==> src/design/bp_pkg.sv <==
`default_nettype none

package bp_pkg;

	// Fetch address
	localparam int INST_ADDR_W = 32;
	localparam logic [INST_ADDR_W-1:0] PC_RESET = '0;

	// Pattern tables, indexed by the address bits just above the byte offset
	localparam int PRED_IDX_W   = 5;
	localparam int PRED_ENTRIES = 1 << PRED_IDX_W;
	localparam int PRED_TABLES  = 4;   // One per global history value

	// 2-bit saturating counters, also used for the history
	localparam int CTR_W = 2;
	localparam logic [CTR_W-1:0] CTR_RESET = 2'd1;   // Weakly not-taken
	localparam logic [CTR_W-1:0] CTR_MAX   = 2'd3;
	localparam logic [CTR_W-1:0] CTR_MIN   = 2'd0;

	// Statistics and register map
	localparam int CNT_W      = 16;
	localparam int CSR_ADDR_W = 2;
	localparam logic [CSR_ADDR_W-1:0] CSR_CTRL     = 2'd0;
	localparam logic [CSR_ADDR_W-1:0] CSR_BRANCHES = 2'd1;
	localparam logic [CSR_ADDR_W-1:0] CSR_MISPRED  = 2'd2;

endpackage

`default_nettype wire

==> src/design/bp_update_if.sv <==
`timescale 1ns/100ps
`default_nettype none

// One resolved branch coming back from execute
interface bp_update_if import bp_pkg::*; ();

	logic                   valid;       // Single-cycle strobe, never refused
	logic [INST_ADDR_W-1:0] pc;          // Address of the resolved branch
	logic                   taken;       // Actual outcome
	logic                   predicted;   // Guess fetch made for this branch

	// Driven from the top-level ports
	modport src (
		output valid,
		output pc,
		output taken,
		output predicted
	);

	// Table training
	modport pred (
		input valid,
		input pc,
		input taken
	);

	// Branch and mispredict statistics
	modport stat (
		input valid,
		input taken,
		input predicted
	);

endinterface

`default_nettype wire

==> src/design/branch_predictor.sv <==
`timescale 1ns/100ps
`default_nettype none

module branch_predictor import bp_pkg::*; (
	input  wire                   clk,
	input  wire                   rst,
	input  wire                   rdy_i,
	input  wire                   pred_en_i,

	// Lookup
	input  wire [INST_ADDR_W-1:0] raddr_i,
	output logic                  pred_o,

	// Training
	bp_update_if.pred             upd
);

	logic [CTR_W-1:0]      pht [PRED_TABLES][PRED_ENTRIES];
	logic [CTR_W-1:0]      ghist;   // Saturating global history, selects the table
	logic [PRED_IDX_W-1:0] ridx;
	logic [PRED_IDX_W-1:0] widx;
	logic [CTR_W-1:0]      rd_ctr;
	logic [CTR_W-1:0]      wr_ctr;

	// One step toward the outcome, clamped at either end
	function automatic logic [CTR_W-1:0] sat_step(
		input logic [CTR_W-1:0] val,
		input logic             up
	);
		if (up) begin
			return (val == CTR_MAX) ? CTR_MAX : val + 1'b1;
		end else begin
			return (val == CTR_MIN) ? CTR_MIN : val - 1'b1;
		end
	endfunction

	// Word-aligned addresses, so drop the two byte-offset bits
	assign ridx = raddr_i[PRED_IDX_W+1:2];
	assign widx = upd.pc[PRED_IDX_W+1:2];   // Train at the branch's own address

	assign wr_ctr = pht[ghist][widx];

	always_ff @(posedge clk) begin
		if (rst) begin
			ghist <= CTR_MIN;
			for (int t = 0; t < PRED_TABLES; t++) begin
				for (int e = 0; e < PRED_ENTRIES; e++) begin
					pht[t][e] <= CTR_RESET;
				end
			end
		end else if (upd.valid) begin
			// Counter in the table chosen by the old history
			pht[ghist][widx] <= sat_step(wr_ctr, upd.taken);
			ghist            <= sat_step(ghist, upd.taken);
		end
	end

	// Same-cycle lookup, sees the state as of the last edge
	assign rd_ctr = pht[ghist][ridx];

	// Upper counter bit is the taken guess
	assign pred_o = rdy_i & pred_en_i & rd_ctr[CTR_W-1];

endmodule

`default_nettype wire

==> src/design/fetch_pc.sv <==
`timescale 1ns/100ps
`default_nettype none

module fetch_pc import bp_pkg::*; (
	input  wire                   clk,
	input  wire                   rst,
	input  wire                   rdy_i,
	input  wire                   redirect_i,
	input  wire [INST_ADDR_W-1:0] redirect_pc_i,
	output logic [INST_ADDR_W-1:0] pc_o
);

	logic [INST_ADDR_W-1:0] pc_q;
	logic [INST_ADDR_W-1:0] pc_next;

	// Redirect wins over the sequential step
	always_comb begin
		if (redirect_i) begin
			pc_next = redirect_pc_i;
		end else if (rdy_i) begin
			pc_next = pc_q + INST_ADDR_W'(4);   // Next word
		end else begin
			pc_next = pc_q;   // Stalled
		end
	end

	always_ff @(posedge clk) begin
		if (rst) begin
			pc_q <= PC_RESET;
		end else begin
			pc_q <= pc_next;
		end
	end

	assign pc_o = pc_q;

endmodule

`default_nettype wire

==> src/design/bp_csr.sv <==
`timescale 1ns/100ps
`default_nettype none

module bp_csr import bp_pkg::*; (
	input  wire                  clk,
	input  wire                  rst,

	// Register port
	input  wire                  cfg_we_i,
	input  wire [CSR_ADDR_W-1:0] cfg_addr_i,
	input  wire                  cfg_wdata_i,
	output logic [CNT_W-1:0]     cfg_rdata_o,

	// Predictor control
	output logic                 pred_en_o,

	bp_update_if.stat            upd
);

	logic             en_q;
	logic [CNT_W-1:0] br_cnt;
	logic [CNT_W-1:0] mis_cnt;
	logic             mispred;

	assign mispred = upd.predicted ^ upd.taken;

	// Enable bit, only CSR_CTRL is writable
	always_ff @(posedge clk) begin
		if (rst) begin
			en_q <= 1'b1;
		end else if (cfg_we_i && (cfg_addr_i == CSR_CTRL)) begin
			en_q <= cfg_wdata_i;
		end
	end

	// Statistics, held at all ones once full
	always_ff @(posedge clk) begin
		if (rst) begin
			br_cnt  <= '0;
			mis_cnt <= '0;
		end else if (upd.valid) begin
			if (br_cnt != '1) begin
				br_cnt <= br_cnt + 1'b1;
			end
			if (mispred && (mis_cnt != '1)) begin
				mis_cnt <= mis_cnt + 1'b1;
			end
		end
	end

	always_comb begin
		case (cfg_addr_i)
			CSR_CTRL:     cfg_rdata_o = {{(CNT_W-1){1'b0}}, en_q};
			CSR_BRANCHES: cfg_rdata_o = br_cnt;
			CSR_MISPRED:  cfg_rdata_o = mis_cnt;
			default:      cfg_rdata_o = '0;   // Unmapped
		endcase
	end

	assign pred_en_o = en_q;

endmodule

`default_nettype wire

==> src/design/bp_top.sv <==
`timescale 1ns/100ps
`default_nettype none

module bp_top import bp_pkg::*; (
	input  wire                   clk,
	input  wire                   rst,
	input  wire                   rdy_i,

	// Fetch redirect
	input  wire                   redirect_i,
	input  wire [INST_ADDR_W-1:0] redirect_pc_i,

	// Resolved branch from execute
	input  wire                   upd_valid_i,
	input  wire [INST_ADDR_W-1:0] upd_pc_i,
	input  wire                   upd_taken_i,
	input  wire                   upd_pred_i,

	// Register port
	input  wire                   cfg_we_i,
	input  wire [CSR_ADDR_W-1:0]  cfg_addr_i,
	input  wire                   cfg_wdata_i,
	output logic [CNT_W-1:0]      cfg_rdata_o,

	// Fetch address and its guess
	output logic [INST_ADDR_W-1:0] pc_o,
	output logic                  pred_o
);

	logic pred_en;

	bp_update_if upd_if ();

	assign upd_if.valid     = upd_valid_i;
	assign upd_if.pc        = upd_pc_i;
	assign upd_if.taken     = upd_taken_i;
	assign upd_if.predicted = upd_pred_i;

	fetch_pc u_fetch_pc (
		.clk           (clk),
		.rst           (rst),
		.rdy_i         (rdy_i),
		.redirect_i    (redirect_i),
		.redirect_pc_i (redirect_pc_i),
		.pc_o          (pc_o)
	);

	// Looks up the address fetch_pc presents this cycle
	branch_predictor u_predictor (
		.clk       (clk),
		.rst       (rst),
		.rdy_i     (rdy_i),
		.pred_en_i (pred_en),
		.raddr_i   (pc_o),
		.pred_o    (pred_o),
		.upd       (upd_if.pred)
	);

	bp_csr u_csr (
		.clk         (clk),
		.rst         (rst),
		.cfg_we_i    (cfg_we_i),
		.cfg_addr_i  (cfg_addr_i),
		.cfg_wdata_i (cfg_wdata_i),
		.cfg_rdata_o (cfg_rdata_o),
		.pred_en_o   (pred_en),
		.upd         (upd_if.stat)
	);

endmodule

`default_nettype wire

==> config.mk <==
export PLATFORM = sky130hd
export DESIGN_NAME = bp_top
export DESIGN_NICKNAME = d
export VERILOG_FILES = /design/src/design/bp_pkg.sv /design/src/design/bp_update_if.sv /design/src/design/branch_predictor.sv /design/src/design/fetch_pc.sv /design/src/design/bp_csr.sv /design/src/design/bp_top.sv
export SDC_FILE = /design/constraint.sdc
export NUM_CORES = 1
export LEC_CHECK = 0
export BUFFER_PORTS_ARGS = -buffer_cell sky130_fd_sc_hd__buf_2
export CAP_MARGIN = 10
export CORE_UTILIZATION = 40
export CTS_CLUSTER_SIZE = 14
export DETAILED_ROUTE_END_ITERATION = 16
export MAX_ROUTING_LAYER = met4
export PLACE_DENSITY = 0.62
export REMOVE_ABC_BUFFERS = 1
export SYNTH_ARGS = -nofsm -noshare
export SYNTH_HDL_FRONTEND = slang
export SYNTH_HIERARCHICAL = 1
export SYNTH_SLANG_ARGS = --single-unit
==> constraint.sdc <==
create_clock -name clk -period 7.2 [get_ports clk]
set_input_delay 1.44 -clock clk [delete_from_list [all_inputs] [get_ports clk]]
set_output_delay 1.44 -clock clk [all_outputs]
set_load 0.01 [all_outputs]
==> metrics.md <==
| Metric | Value |
|---|---|
| Core footprint | `43300 um2` |
| Routed len/inst | `around 22 um` |
| CTS tree | `yes` |
| Starting density of the core | `between 40% and 50%` |
| Clk sinks | `around 330` |
| Die area | `between 40000 and 50000 um2` |
| Post-synth top area cell | `edfxtp_1` |
| Dpl cell area | `18300 um2` |
| Worst skew pair latency | `~0.53 ns` |
| RSZ-0062 raised after global routing | `false` |
| Gpl congestion | `0.900` |
| Req. time, crit path | `about 5.8 ns` |
| Worst IR drop on VDD | `~180 uV` |
| Arr. time, crit path | `about 3.8 ns` |
| Cell area power density | `227 nW/um2` |
| Clk slew on worst S/H paths | `~0.06 ns` |
| Final Hold Viols | `0` |
| N_diodes | `0` |
| Leakage power | `a little over 6 nW` |
| Top-count cell post-synth | `edfxtp_1` |
| Worst-Margin Slew | `~1.3 ns` |
| Worst min path class | `flip-flop to flip-flop` |
| ANT nets after route | `0` |
| Root buffer cell | `clkbuf_16` |
| Initial antenna violation count | `0` |
| Row Count | `76` |
| Area contributors post-synth | `edfxtp_1, dfxtp_1, mux4_2` |
| #FFs+latches synth | `around 330` |
| Avg Inst Size Synth | `approximately 11 um2` |
| Setup tns final | `0 ns` |
| Gr usage total | `around 22%` |
| IO Pins | `124` |
| Top FF cell, synth | `edfxtp_1` |
| Critical Path Sink Type | `primary output` |
| Synthesis-to-layout area growth | `10.3%` |
| Die width | `between 200 and 250 um` |
| Crit path time final | `roughly 5.2 ns` |
| R2R depth | `10` |
| First-pass GRT wire length | `75500 um` |
| Detailed placement HPWL | `between 30000 and 40000 um` |
| Final wirelength | `between 40000 and 50000 um` |
| Netlist cell types | `76` |
| Max-cap violations | `0` |
| Asr flop ratio synth | `0%` |
| CTS Buf Count | `38` |
| Period utilisation layout | `~72%` |
| Cts hold-fix bufs | `0` |
| Top-area cell type share of the netlist area | `a little over two fifths` |
| Fin nets | `around 1700` |
| Port Buf Inserts | `96` |
| Maximum fanout along the worst path | `33` |
| Die Height | `approximately 210 um` |
| Post-CTS Resized | `0` |
| Pin count of the biggest net entering global routing | `73` |
| DRC viols | `0` |
| Run status | `complete, no violations` |
| Clock skew | `approximately 0.016 ns` |
| Clk buf depth | `3` |
| Dpl ws | `1.78 ns` |
| Crit Path Class | `flip-flop to primary output` |
| Vias post-DR | `about 14000` |
| Number of flops mapped to enable cells by yosys | `256` |
| CTS H-tree lvls | `2` |
| Mapped Cells | `1588` |
| Commonest cells in the netlist | `edfxtp_1, nand2_1, nor2_1` |
| Slew Viols, Final | `0` |
| Crit start category | `flip-flop` |
| Setup violations, final | `0` |
| Hold depth | `2` |
| Fin area | `19500 um2` |
| DR pass1 iterations | `5` |
| Grt ovf | `0` |
| Initial DRC count | `1510` |
| Yosys warns | `6` |
| Sequential fraction of the synthesis area | `between 50 and 60%` |
| Vias in the first global route | `around 13000` |
| Final worst setup slack | `between 1.5 and 2 ns` |
| Max-slew headroom | `between 10% and 20%` |
| Post-CTS Setup Inserts | `0` |
| Layout cells sized above 1 | `a little under a fifth` |
| Fmax | `approximately 190 MHz` |
| Fill count | `4000` |
| Routed vias/inst | `approximately 6.2` |
| Mapped Area | `about 18000 um2` |
-- flip-flops by register name, summed over array words and instances (netlist names), named ones only --
register,cells
u_predictor/pht,256
u_predictor/ghist,2
u_csr/br_cnt,16
u_csr/mis_cnt,16
u_fetch_pc/pc_o,32
u_csr/pred_en_o,1
-- worst paths after layout --
check	start	end	slack [ns]
worst max-delay path	flip-flop	pred_o	1.98
worst min-delay path	u_fetch_pc/pc_o[1]	u_fetch_pc/pc_o[1]	0.50
worst max register to register	flip-flop	u_predictor/pht[2][45]	2.57
worst min register to register	u_fetch_pc/pc_o[1]	u_fetch_pc/pc_o[1]	0.50
-- placed cells by master, fill, tap and decap left out, drive strengths merged, types with 23 or more instances in the layout --
cell,instances
a21o,66
nand4,54
nor4,73
o21bai,23
a21oi,40
edfxtp,256
mux2i,34
nor2,110
nand3,105
nand2,125
or2,37
nor3,78
buf,117
dfxtp,69
clkbuf,56
mux4,60
-- per-layer routing --
metal / part of all wire [%] / global-route usage [%]
met2: 48 / 35.9
met1: 43 / 29.6
met5: 0 / -
met3: 7.7 / 3.37
met4: 1.8 / 5.30
-- through the flow --
step	total power (W)	utilization [%]	cells	hold slack (ns)
finish	0.00443	45.0	2202	0.498
global placement	0.00262	42.4	2135	0.473
floorplan	0.00241	-	1433	0.457
detailed placement	0.00263	42.4	2135	0.486
CTS	0.00447	45.0	2202	0.499
global route	0.00459	45.0	2202	0.522
-- layout make-up --
| cell class | instances | area (um2) | area share, % |
|---|---|---|---|
| Sequential cell | 325 | 9080 | 46.6 |
| Multi-Input combinational cell | 1092 | 7770 | 39.9 |
| Clock buffer | 56 | 1050 | 5.39 |
| Tap cell | 585 | 732 | 3.76 |
| Timing Repair Buffer | 117 | 682 | 3.50 |
| Clock inverter | 11 | 111 | 0.571 |
| Inverter | 16 | 60.1 | 0.308 |
-- kinds of logic (layout without fill, tap and decap cells) --
group                    count (synthesis)  count (layout)  share of synthesized area [%]
AND/OR/NAND/NOR                        696             696                           21.1
adder cells (fa/ha/maj)                  6               6                          0.390
AO/OA/AOI/OAI                          263             263                           10.8
multiplexers                           116             116                           11.0
flip-flops                             325             325                           51.3
buffers and inverters                  171             200                           4.85
XOR/XNOR                                11              11                          0.546
-- where the power goes --
| part | switching [W] | internal (W) |
|---|---|---|
| sequential | 0.0000457 | 0.00206 |
| combinational | 0.000337 | 0.000155 |
| clock | 0.000752 | 0.00108 |
| total | 0.00113 | 0.00330 |
-- worst max-delay path, stage by stage (launching register included) --
cell and delay [ns]:
dfxtp_4 0.69, buf_4 0.54, mux4_2 0.64, mux4_2 0.51, mux4_2 0.53, nor2_1 0.11, nor2_1 0.05, buf_2 0.14
Note: power is estimated with default switching activity, not from simulation.
